$ cat config.mk
export PLATFORM = sky130hd
export DESIGN_NAME = apb_regs
export DESIGN_NICKNAME = d
export VERILOG_FILES = /design/src/common/cpu_pkg.sv /design/src/rtl/apb_regs.sv
export SDC_FILE = /design/constraint.sdc
export NUM_CORES = 1
export LEC_CHECK = 0
export ABC_AREA = 1
export BUFFER_PORTS_ARGS = -buffer_cell sky130_fd_sc_hd__buf_2
export CAP_MARGIN = 20
export CORE_ASPECT_RATIO = 0.6
export CORE_MARGIN = 5
export CORE_UTILIZATION = 24
export DETAILED_ROUTE_END_ITERATION = 10
export GPL_TIMING_DRIVEN = 0
export HOLD_SLACK_MARGIN = 0.02
export PLACE_DENSITY = 0.9
export SLEW_MARGIN = 20
export SYNTH_ARGS = -nofsm -noshare
export SYNTH_HDL_FRONTEND = slang
export SYNTH_SLANG_ARGS = --single-unit
export TNS_END_PERCENT = 5
$ cat constraint.sdc
create_clock -name clk -period 0.8 [get_ports clk]
set_clock_uncertainty 0.05 [all_clocks]
set_input_delay 0.04 -clock clk [delete_from_list [all_inputs] [get_ports clk]]
set_output_delay 0.04 -clock clk [all_outputs]
set_load 0.02 [all_outputs]
$ cat src/common/cpu_pkg.sv
package cpu_pkg;

    // ------------------------------------------------------------------------
    // datapath sizes
    // ------------------------------------------------------------------------
    localparam int xlen       = 32;
    localparam int reg_count  = 16;
    localparam int reg_idx_w  = 4;
    localparam int apb_addr_w = 12;

    // instruction fields, lsb position and width
    localparam int imm_lsb    = 20;                   // imm is signed, 12 bits
    localparam int imm_w      = 12;
    localparam int rs2_lsb    = 16;
    localparam int rs1_lsb    = 12;
    localparam int rd_lsb     = 8;
    localparam int opt_lsb    = 4;
    localparam int opt_w      = 4;
    localparam int opcode_lsb = 0;
    localparam int opcode_w   = 4;

    // opcodes, anything else is a nop
    localparam logic [3:0] op_addi = 4'h0;
    localparam logic [3:0] op_jalr = 4'h2;
    localparam logic [3:0] op_jcc  = 4'h3;
    localparam logic [3:0] op_halt = 4'hA;

    // jump conditions on x[rs2] vs zero, 6..15 never taken
    localparam logic [3:0] cond_eq = 4'd0;
    localparam logic [3:0] cond_ne = 4'd1;
    localparam logic [3:0] cond_ge = 4'd2;
    localparam logic [3:0] cond_lt = 4'd3;
    localparam logic [3:0] cond_gt = 4'd4;
    localparam logic [3:0] cond_le = 4'd5;

    // ------------------------------------------------------------------------
    // apb address map (byte addresses)
    // ------------------------------------------------------------------------
    localparam logic [apb_addr_w-1:0] addr_ctrl     = 12'h000; // bit 0 = start
    localparam logic [apb_addr_w-1:0] addr_status   = 12'h004; // pc, halted, busy
    localparam logic [apb_addr_w-1:0] addr_reg_base = 12'h040; // x0..x15, read only
    localparam logic [apb_addr_w-1:0] addr_mem_base = 12'h400; // program, write only

    typedef enum logic [1:0] {
        st_idle,
        st_fetch,
        st_exec,
        st_halted
    } core_state_t;

endpackage

$ cat src/rtl/apb_regs.sv
`timescale 1ns/1ps

module apb_regs import cpu_pkg::*; #(
    parameter  int MEM_DEPTH = 256,
    localparam int PC_W      = $clog2(MEM_DEPTH)
) (
    input  logic                  clk,
    input  logic                  arst_n,
    input  logic                  psel,
    input  logic                  penable,
    input  logic                  pwrite,
    input  logic [apb_addr_w-1:0] paddr,
    input  logic [xlen-1:0]       pwdata,
    output logic [xlen-1:0]       prdata,
    output logic                  pready,
    output logic                  pslverr,
    input  logic                  busy,
    input  logic                  halted,
    input  logic [PC_W-1:0]       pc,
    input  logic [xlen-1:0]       host_rdata,
    output logic                  mem_we,
    output logic [PC_W-1:0]       mem_waddr,
    output logic [xlen-1:0]       mem_wdata,
    output logic                  start,
    output logic [reg_idx_w-1:0]  host_ridx
);

    logic            access;       // apb access phase
    logic            hit_ctrl;
    logic            hit_status;
    logic            hit_reg;
    logic            hit_mem;      // inside the loaded depth
    logic            aligned;
    logic [7:0]      mem_word;     // word index in the 1 KiB program window
    logic [xlen-1:0] status_word;

    // ------------------------------------------------------------------------
    // address decode
    // ------------------------------------------------------------------------
    assign access     = psel & penable;
    assign aligned    = paddr[1:0] == 2'b00;
    assign mem_word   = paddr[9:2];
    assign hit_ctrl   = paddr == addr_ctrl;
    assign hit_status = paddr == addr_status;
    assign hit_reg    = aligned && paddr[11:6] == addr_reg_base[11:6];   // 0x040..0x07f
    assign hit_mem    = aligned && paddr[11:10] == addr_mem_base[11:10]
                        && int'(mem_word) < MEM_DEPTH;

    // error on unmapped, write to read-only, read of write-only
    assign pslverr = access & (~(hit_ctrl | hit_status | hit_reg | hit_mem)
                              | (pwrite & (hit_status | hit_reg))
                              | (~pwrite & hit_mem));
    assign pready  = 1'b1;         // no wait states

    // program load, lands on the edge closing the access
    assign mem_we    = access & pwrite & hit_mem;
    assign mem_waddr = mem_word[PC_W-1:0];
    assign mem_wdata = pwdata;

    // start pulse, a write while running is dropped
    always_ff @(posedge clk or negedge arst_n) begin
        if (!arst_n) begin
            start <= 1'b0;
        end else begin
            start <= access & pwrite & hit_ctrl & pwdata[0] & ~busy;
        end
    end

    // ------------------------------------------------------------------------
    // read mux, combinational from paddr
    // ------------------------------------------------------------------------
    assign host_ridx   = paddr[2 +: reg_idx_w];
    assign status_word = {16'(pc), 14'd0, halted, busy};

    always_comb begin
        prdata = '0;                                // ctrl and errors read 0
        if (hit_status) begin
            prdata = status_word;
        end else if (hit_reg) begin
            prdata = host_rdata;
        end
    end

endmodule

==> impl_metrics.csv <==
group,metric,value,unit
drt,wl,4000,um
critical_path,cp.arrival,1.07,ns
layout,fin_cells,355,
drt,vias_per_cell,3.84,
grt,track_usage,13.5,%
die,die_w,89.3,um
critical_path,startpoint_type,"primary input",
layout,reg.largest.list,"start (1)",
drt,drc_errors,0,
grt,grt_overflow,0,
grt,grt_pass1_vias,1352,
power,p_total,0.798,mW
placement,place_area,1850,um2
power,ir_worst_vdd,0.000310,V
critical_path,cp.required,0.71,ns
cts,path_clk_slew,0,ns
grt,grt_pass1_wl,5730,um
critical_path,end_kind,"output port",
die,pin_count,171,
grt,grt_max_degree,11,
synth,syn-cell-area,906,um2
critical_path,path_cells,"buf_6, nor2_4, nand3_2, nor2_4, buf_6, nand2_1, nand2_1, o21ai_1, inv_2, buf_6",
synth,synth_fp_nets,256,
layout,largest_reg_flops,1,
synth,yosys_warnings,0,
min_path,min_path_cells,2,
run,maxCapViolCount,0,
grt,antenna_found_initial,0,
layout,final-seq-area,25.0,um2
min_path,hold_path.class,"primary input to register",
synth,ys_seq_area_share,2.76,%
timing,setup_viol,35,
run_status,outcome,"finished, violations left",
synth,syn_avg_cell_area,5.49,um2
critical_path,timing.critical_path.buf_inv,4,
critical_path,crit_slowest_cell,"nor2_4",
critical_path,crit_fanout,5,
die,die_h,57.6,um
critical_path,startpoint,"paddr[0]",
drt,via_count,1363,
die,start_util,24.8,%
die,rows,17,
timing,fin_crit_sh,146,%
layout,multi_input_area,584,um2
layout,num-fill-cells,343,
drt,drt_iter0_drc,23,
drt,routedWlPerCell,11.3,um
critical_path,critPathMostFrequentCell,"buf_6",
placement,dp_slack,-0.429,ns
placement,place_hpwl,3490,um
critical_path,critPathTopFamily,"simple AND/OR/NAND/NOR gates",
placement,dp_cells,350,
synth,synth_cell_type_count,18,
layout,insertedDiodeCount,0,
timing,rsz0062_at_grt,"yes",
synth,ys_ff_latch,1,
die,coreArea,3660,um2
power,leakage,1.31,nW
run_status,violations,"setup timing",
timing,fin_setup_tns,-11.27,ns
synth,synthCells,165,
drt,firstDrtPassIters,4,
critical_path,path_class,"primary input to output port",
timing,finalCriticalPeriod,1.16,ns
layout,fin_nets,401,
timing,hold_viol,0,
timing,report.final.slew_viol_count,0,
timing,fmax,858,MHz
placement,io_buffer_count,138,
layout,top_register,"start",
layout,drive_gt1_share,76.9,%
drt,ant_nets,0,
min_path,worstHoldStart,"busy",
timing,fin_ws,-0.365,ns
placement,routabilityCongestion,0.686,
power,power-per-cell-area,377,nW/um2
critical_path,cp.depth,10,
die,die-area,5140,um2
layout,fin_area,2120,um2
layout,syn2layout_area_growth,134,%
critical_path,cp_slowest_stage_delay,0.19,ns
## per-stage QoR
step | hold slack, ns | utilization, %
floorplan | -0.306 | -
global placement | -0.235 | 50.5
detailed placement | -0.234 | 50.5
CTS | 0.182 | 57.3
global route | 0.193 | 57.9
finish | 0.182 | 57.9
## synth_stat cells
master	count	area share [%]
nor2_8	1	2.2
inv_1	32	13
nor2_4	1	1.2
o21ai_1	3	1.7
nand2_1	29	12
nor2_1	29	12
buf_6	3	3.7
conb_1	1	0.41
nor2_2	2	1.4
nand2_2	2	1.4
nor4_2	1	1.4
inv_2	1	0.41
buf_4	46	38
a21oi_1	2	1.1
dfrtp_1	1	2.8
nand3_1	9	5.0
or2_1	1	0.69
nand2_4	1	1.2
## layout make-up
type | count | share of cell area [%]
inverters | 33 | 5.97
flip-flops and latches | 1 | 1.18
repair buffers | 143 | 43.6
plain buffers | 49 | 18.9
multi-input cells | 82 | 27.6
well taps | 47 | 2.78
## metal layers
layer	up-vias	GRT usage (%)	part of all wire, %
met5	-	0	0
met4	0	0.425	0
met3	0	0.866	9.2
met2	65	27.0	56
met1	579	16.3	35
li1	719	-	-
## power by group
group          internal [mW]  switching [mW]  total (mW)
clock                      0               0           0
sequential            0.0515     0.000000129      0.0515
combinational          0.369           0.378       0.747
## cell families (layout without fill, tap and decap cells)
kind of cell	Yosys count	count (layout)	share of synthesized area, %
other	1	1	0.414
flip-flops	1	1	2.76
AO/OA/AOI/OAI	5	5	2.76
AND/OR/NAND/NOR	76	76	38.5
buffers and inverters	82	225	55.5
## final timing paths
check                       endpoint  slack, ns
min in group asynchronous      start       0.30
worst min-delay path           start       0.18
max in group asynchronous      start       0.32
worst max-delay path       prdata[1]      -0.36
## cells in the final DEF, fill, tap and decap left out, drive strengths merged
cell type,count
dlygate4sd3,1
dfrtp,1
nor2,33
buf,191
nor4,1
nand3,9
or2,1
o21ai,3
nand2,32
inv,33
conb,1
a21oi,2
## what timing repair did
item,CTS,global route
endpoints found under the hold margin,1,0
gates resized for setup,62,6
setup buffers,3,0
pin swaps,9,6
hold buffers,1,0
endpoints found under the setup margin,35,35
cloned,1,0
Note: power is estimated with default switching activity, not from simulation.
