--- config.mk ---
export PLATFORM = sky130hd
export DESIGN_NAME = cpu_core
export DESIGN_NICKNAME = d
export VERILOG_FILES = /design/src/common/cpu_pkg.sv /design/src/cpu/cpu_core.sv /design/src/cpu/exec_unit.sv /design/src/cpu/reg_file.sv
export SDC_FILE = /design/constraint.sdc
export NUM_CORES = 1
export LEC_CHECK = 0
export BUFFER_PORTS_ARGS = -buffer_cell sky130_fd_sc_hd__buf_2
export CAP_MARGIN = 20
export CORE_MARGIN = 1.5
export CORE_UTILIZATION = 40
export DETAILED_ROUTE_END_ITERATION = 16
export GPL_TIMING_DRIVEN = 0
export PLACE_DENSITY_LB_ADDON = 0.15
export SLEW_MARGIN = 5
export SYNTH_ARGS = -nofsm -noshare
export SYNTH_HDL_FRONTEND = slang
export SYNTH_HIERARCHICAL = 1
export SYNTH_SLANG_ARGS = --single-unit
export TNS_END_PERCENT = 20
--- constraint.sdc ---
create_clock -name clk -period 3.55 [get_ports clk]
set_clock_uncertainty 0.1 [all_clocks]
set_input_delay 0 -clock clk [delete_from_list [all_inputs] [get_ports clk]]
set_output_delay 0 -clock clk [all_outputs]
set_load 0.03 [all_outputs]
--- src/common/cpu_pkg.sv ---
package cpu_pkg;

    // ------------------------------------------------------------------------
    // datapath sizes
    // ------------------------------------------------------------------------
    localparam int xlen       = 32;
    localparam int reg_count  = 16;
    localparam int reg_idx_w  = 4;
    localparam int apb_addr_w = 12;

    // instruction fields, lsb position and width
    localparam int imm_lsb    = 20;                   // imm is signed, 12 bits
    localparam int imm_w      = 12;
    localparam int rs2_lsb    = 16;
    localparam int rs1_lsb    = 12;
    localparam int rd_lsb     = 8;
    localparam int opt_lsb    = 4;
    localparam int opt_w      = 4;
    localparam int opcode_lsb = 0;
    localparam int opcode_w   = 4;

    // opcodes, anything else is a nop
    localparam logic [3:0] op_addi = 4'h0;
    localparam logic [3:0] op_jalr = 4'h2;
    localparam logic [3:0] op_jcc  = 4'h3;
    localparam logic [3:0] op_halt = 4'hA;

    // jump conditions on x[rs2] vs zero, 6..15 never taken
    localparam logic [3:0] cond_eq = 4'd0;
    localparam logic [3:0] cond_ne = 4'd1;
    localparam logic [3:0] cond_ge = 4'd2;
    localparam logic [3:0] cond_lt = 4'd3;
    localparam logic [3:0] cond_gt = 4'd4;
    localparam logic [3:0] cond_le = 4'd5;

    // ------------------------------------------------------------------------
    // apb address map (byte addresses)
    // ------------------------------------------------------------------------
    localparam logic [apb_addr_w-1:0] addr_ctrl     = 12'h000; // bit 0 = start
    localparam logic [apb_addr_w-1:0] addr_status   = 12'h004; // pc, halted, busy
    localparam logic [apb_addr_w-1:0] addr_reg_base = 12'h040; // x0..x15, read only
    localparam logic [apb_addr_w-1:0] addr_mem_base = 12'h400; // program, write only

    typedef enum logic [1:0] {
        st_idle,
        st_fetch,
        st_exec,
        st_halted
    } core_state_t;

endpackage

--- src/cpu/cpu_core.sv ---
`timescale 1ns/1ps

module cpu_core import cpu_pkg::*; #(
    parameter  int MEM_DEPTH = 256,
    localparam int PC_W      = $clog2(MEM_DEPTH)
) (
    input  logic                 clk,
    input  logic                 arst_n,
    input  logic                 start,      // one cycle pulse from apb
    output logic [PC_W-1:0]      mem_raddr,
    input  logic [xlen-1:0]      mem_rdata,
    output logic                 busy,
    output logic                 halted,
    output logic [PC_W-1:0]      pc,
    input  logic [reg_idx_w-1:0] host_ridx,
    output logic [xlen-1:0]      host_rdata
);

    core_state_t          state;
    logic [xlen-1:0]      instr;
    logic [xlen-1:0]      pc_ext;
    logic [reg_idx_w-1:0] rs1_idx;
    logic [reg_idx_w-1:0] rs2_idx;
    logic [reg_idx_w-1:0] rd_idx;
    logic [xlen-1:0]      rs1_data;
    logic [xlen-1:0]      rs2_data;
    logic [xlen-1:0]      rd_data;
    logic [xlen-1:0]      next_pc;
    logic                 rd_we;
    logic                 is_halt;
    logic                 exec_en;

    // ------------------------------------------------------------------------
    // decode of register indices, word comes straight from the rom register
    // ------------------------------------------------------------------------
    assign instr   = mem_rdata;                     // valid in exec only
    assign rs1_idx = instr[rs1_lsb +: reg_idx_w];
    assign rs2_idx = instr[rs2_lsb +: reg_idx_w];
    assign rd_idx  = instr[rd_lsb +: reg_idx_w];
    assign pc_ext  = xlen'(pc);
    assign exec_en = state == st_exec;

    assign mem_raddr = pc;                          // fetch address, held in exec
    assign busy      = state == st_fetch || state == st_exec;
    assign halted    = state == st_halted;

    reg_file reg_file (
        .clk        (clk),
        .arst_n     (arst_n),
        .ra_idx     (rs1_idx),
        .rb_idx     (rs2_idx),
        .we         (exec_en & rd_we),              // commit on the exec edge
        .wa_idx     (rd_idx),
        .wdata      (rd_data),
        .host_ridx  (host_ridx),
        .ra_data    (rs1_data),
        .rb_data    (rs2_data),
        .host_rdata (host_rdata)
    );

    exec_unit exec_unit (
        .instr    (instr),
        .pc       (pc_ext),
        .rs1_data (rs1_data),
        .rs2_data (rs2_data),
        .rd_we    (rd_we),
        .rd_data  (rd_data),
        .next_pc  (next_pc),
        .is_halt  (is_halt)
    );

    // ------------------------------------------------------------------------
    // sequencer, two cycles per instruction
    // ------------------------------------------------------------------------
    always_ff @(posedge clk or negedge arst_n) begin
        if (!arst_n) begin
            state <= st_idle;
            pc    <= '0;
        end else begin
            case (state)
                st_idle, st_halted: begin
                    if (start) begin                // restart always from word 0
                        state <= st_fetch;
                        pc    <= '0;
                    end
                end
                st_fetch: state <= st_exec;         // rom read in flight
                st_exec: begin
                    if (is_halt) begin
                        state <= st_halted;         // pc stays on the halt word
                    end else begin
                        state <= st_fetch;
                        pc    <= next_pc[PC_W-1:0]; // target wraps mod depth
                    end
                end
                default: state <= st_idle;
            endcase
        end
    end

endmodule

--- src/cpu/exec_unit.sv ---
`timescale 1ns/1ps

module exec_unit import cpu_pkg::*; (
    input  logic [xlen-1:0] instr,
    input  logic [xlen-1:0] pc,       // word address, zero extended
    input  logic [xlen-1:0] rs1_data,
    input  logic [xlen-1:0] rs2_data,
    output logic            rd_we,
    output logic [xlen-1:0] rd_data,
    output logic [xlen-1:0] next_pc,  // caller wraps to mem depth
    output logic            is_halt
);

    logic [opcode_w-1:0]    opcode;
    logic [opt_w-1:0]       opt;
    logic signed [xlen-1:0] imm;      // sign extended
    logic signed [xlen-1:0] cmp;      // x[rs2] seen as signed
    logic [xlen-1:0]        pc_plus1;
    logic                   taken;

    assign opcode   = instr[opcode_lsb +: opcode_w];
    assign opt      = instr[opt_lsb +: opt_w];
    assign imm      = {{(xlen-imm_w){instr[imm_lsb+imm_w-1]}}, instr[imm_lsb +: imm_w]};
    assign cmp      = rs2_data;
    assign pc_plus1 = pc + 1'b1;

    always_comb begin
        case (opt)
            cond_eq: taken = cmp == 0;
            cond_ne: taken = cmp != 0;
            cond_ge: taken = cmp >= 0;
            cond_lt: taken = cmp < 0;
            cond_gt: taken = cmp > 0;
            cond_le: taken = cmp <= 0;
            default: taken = 1'b0;    // reserved opts never jump
        endcase
    end

    assign rd_we   = opcode == op_addi || opcode == op_jalr;
    assign rd_data = (opcode == op_jalr) ? pc_plus1 : rs1_data + imm; // link or sum
    assign next_pc = (opcode == op_jalr || (opcode == op_jcc && taken)) ? rs1_data : pc_plus1;
    assign is_halt = opcode == op_halt;

endmodule

--- src/cpu/reg_file.sv ---
`timescale 1ns/1ps

module reg_file import cpu_pkg::*; (
    input  logic                 clk,
    input  logic                 arst_n,
    input  logic [reg_idx_w-1:0] ra_idx,     // rs1
    input  logic [reg_idx_w-1:0] rb_idx,     // rs2
    input  logic                 we,
    input  logic [reg_idx_w-1:0] wa_idx,     // rd
    input  logic [xlen-1:0]      wdata,
    input  logic [reg_idx_w-1:0] host_ridx,  // apb readback index
    output logic [xlen-1:0]      ra_data,
    output logic [xlen-1:0]      rb_data,
    output logic [xlen-1:0]      host_rdata
);

    logic [reg_count-1:0][xlen-1:0] x; // x[0] is never written

    always_ff @(posedge clk or negedge arst_n) begin
        if (!arst_n) begin
            x <= '0;
        end else if (we && wa_idx != '0) begin // writes to x0 dropped
            x[wa_idx] <= wdata;
        end
    end

    // combinational reads, same-cycle write not visible until next edge
    assign ra_data    = x[ra_idx];
    assign rb_data    = x[rb_idx];
    assign host_rdata = x[host_ridx];

endmodule

==> metrics.md <==
| Metric | Value |
|---|---|
| Outcome | complete, but fails checks |
| Failing checks | negative setup slack |
| Initial DRC count | 2901 |
| LEAKAGE | 17.87 nW |
| Deepest clock path buffer count | 3 |
| Die area | 85910 um2 |
| Worst hold path endpoint | mem_raddr[3]$_DFFE_PN0P_ |
| Vias/cell | 6.496 |
| Nets@finish | 2826 |
| Syn. warnings | 6 |
| CP cell instances | mux4_2 -> a22oi_2 -> nand2_2 -> inv_2 -> fa_2 -> nor2b_4 -> o31a_1 -> o2111ai_4 -> a31oi_4 -> a41oi_2 -> buf_4 -> o221ai_4 -> xnor2_2 -> o21ai_4 -> buf_12 -> clkbuf_16 -> mux2_4 |
| Die width | 293.1 um |
| Boundary pin count | 89 |
| Clock root buffer | clkbuf_16 |
| Initial core utilization | 0.4035 |
| GRT Residual Overflow | 0 |
| Tot GR Track Use | 0.2945 |
| Crit-path slowest cell | mux4_2 |
| Critical Path RT | 3.98 ns |
| Port Buf Inserts | 81 |
| Core ar. | 83420 um2 |
| Final Instance Count excl. Fillers | 3876 |
| Final hold vios | 0 |
| Worst Hold Class | primary input to flip-flop |
| Gate Count Post-Synth | 2448 |
| # rows | 106 |
| # placed instances | 3696 |
| Vias post-DR | 25180 |
| P per Cell Area | 435.3 nW/um2 |
| First-pass GRT wire length | 181800 um |
| Peak VDD IR | 451.7 uV |
| Per-cell routed wire length | 32.73 um |
| DRC viols | 0 |
| Synthesis-to-layout area growth | 19.40% |
| Worst hold path startpoint | mem_rdata[3] |
| RSZ-0062 raised after global routing | yes |
| Max incr delay on CP | 0.47 ns |
| Flop-to-flop setup slack | -0.72 ns |
| Worst-path maximum fanout | 7 |
| CP endpoint kind | flip-flop |
| Vias in the first global route | 25580 |
| Post-synthesis cell area | 33660 um2 |
| Gpl congestion | 0.9014 |
| Initial antenna violation count | 5 |
| R2R depth | 17 |
| Least-Margin Pin Slew | 1.221 ns |
| Slew Viols, Final | 0 |
| CP startpoint | reg_file/x[33]$_DFFE_PN0P_ |
| Clock Sinks | 522 |
| Fmax | 234.3 MHz |
| Slew margin rel. | 0.1862 |
| Die height | 293.1 um |
| Max cap viols | 0 |
| Setup violations, final | 362 |
| Tcrit/Tclk final | 1.202 |
| H-tree Lvls | 2 |
| R2R Path Start | reg_file/x[33]$_DFFE_PN0P_ |
| TritonCTS Buffers | 60 |
| Syn Area/Cell | 13.75 um2 |
| Setup WS pre-CTS | -2.324 ns |
| Critical Path AT | 4.70 ns |
| Min-Delay Path Depth | 6 |
| Clock period minus final worst setup slack | 4.267 ns |
| Drt pass-1 iters | 7 |
| Clk_lat worst skew | 0.68 ns |
| Reg clk slew, reported paths | 0.06 ns |
| R2r endpoint | reg_file/x[222]$_DFFE_PN0P_ |
| Pin count of the biggest net entering global routing | 116 |
| Detailed Route WL | 126900 um |
| CP Launch Type | flip-flop |
| Crit path setup slack, layout | -0.7173 ns |
| Post-route ant nets | 0 |
| CTS tree | done |
| Share of layout cells above drive strength 1 | 0.5114 |
| DP Wirelength | 89500 um |
| Antenna Cells | 0 |
| Critical path class | flip-flop to flip-flop |
==> routing by layer <==
layer,vias to the layer above,track usage,part of all wire
met4,6,0.1233,0.043
met3,306,0.06467,0.091
met5,-,0,0.00035
met1,13370,0.3954,0.40
met2,1330,0.4625,0.47
li1,10170,-,-
==> critical path, delay by kind of cell (launching register included) <==
family                   cells  cell delay (ns)
XOR/XNOR                     1             0.22
AO/OA/AOI/OAI                7             1.63
flip-flops                   1             0.40
adder cells (fa/ha/maj)      1             0.23
AND/OR/NAND/NOR              2             0.20
multiplexers                 2             0.73
buffers and inverters        4             0.60
==> what timing repair did <==
item / CTS / global route
gates resized for setup: 199 / 153
hold endpoints to repair: 317 / 0
endpoints found under the setup margin: 443 / 442
pin swaps: 62 / 42
hold buffers: 14 / 0
cloned: 5 / 4
setup buffers: 34 / 20
==> power breakdown <==
part	total, mW	switching (mW)	internal, mW	leakage (nW)
Sequential	6.81	0.422	6.38	7.25
Clock	6.40	2.67	3.73	0.984
Combinational	4.29	2.39	1.89	9.63
==> cell usage in the layout, fill, tap and decap left out, drive strengths merged, types with 14 or more instances in the layout <==
cell and count:
dfrtp 522, mux2 486, mux4 384, buf 295
clkbuf 222, a22oi 192, nand2 144, conb 71
a21oi 56, nor2 50, o21ai 44, xnor2 41
ha 35, nand3 23, xor2 18, nor2b 17
o211ai 17, nand4 16, inv 14
==> per-stage QoR <==
| step | total power [mW] | TNS (ns) | area [um2] | util | hold slack, ns |
|---|---|---|---|---|---|
| finish | 17.50 | -151.80 | 40190 | 0.4818 | 0.06085 |
| global route | 18.11 | -198.21 | 40190 | 0.4818 | 0.07295 |
| CTS | 17.28 | -162.64 | 39460 | 0.4730 | 0.03450 |
| detailed placement | 10.50 | -655.62 | 36060 | 0.4322 | -0.008197 |
| global placement | 10.34 | -5077.29 | 35780 | 0.4289 | 0.1566 |
| floorplan | 9.128 | -0.7971 | 34020 | - | -0.3956 |
==> flip-flops by register name (all words and copies together), names as in the netlist <==
register    flops
state           2
reg_file/x    512
mem_raddr       8
==> worst max path at each step <==
| stage | to | slack (ns) | cells after the start |
|---|---|---|---|
| 6_report | reg_file/x[222]$_DFFE_PN0P_ | -0.72 | 17 |
| 5_1_grt | reg_file/x[222]$_DFFE_PN0P_ | -0.80 | 18 |
| 4_1_cts | reg_file/x[409]$_DFFE_PN0P_ | -0.66 | 14 |
| 3_5_place_dp | reg_file/x[59]$_DFFE_PN0P_ | -2.32 | 16 |
| 3_3_place_gp | reg_file/x[89]$_DFFE_PN0P_ | -8.58 | 1 |
| 2_1_floorplan | reg_file/x[189]$_DFFE_PN0P_ | -0.03 | 16 |
==> area by class of cell <==
class | count | area, um2
fillers | 7299 | 43230
multi-input cells | 1709 | 20630
flip-flops and latches | 522 | 13060
clock buffers | 86 | 1729
plain buffers | 273 | 1635
repair buffers | 171 | 1444
well taps | 1080 | 1351
clock inverters | 21 | 285.3
inverters | 14 | 52.55
Power figures use the tool's default switching activity.
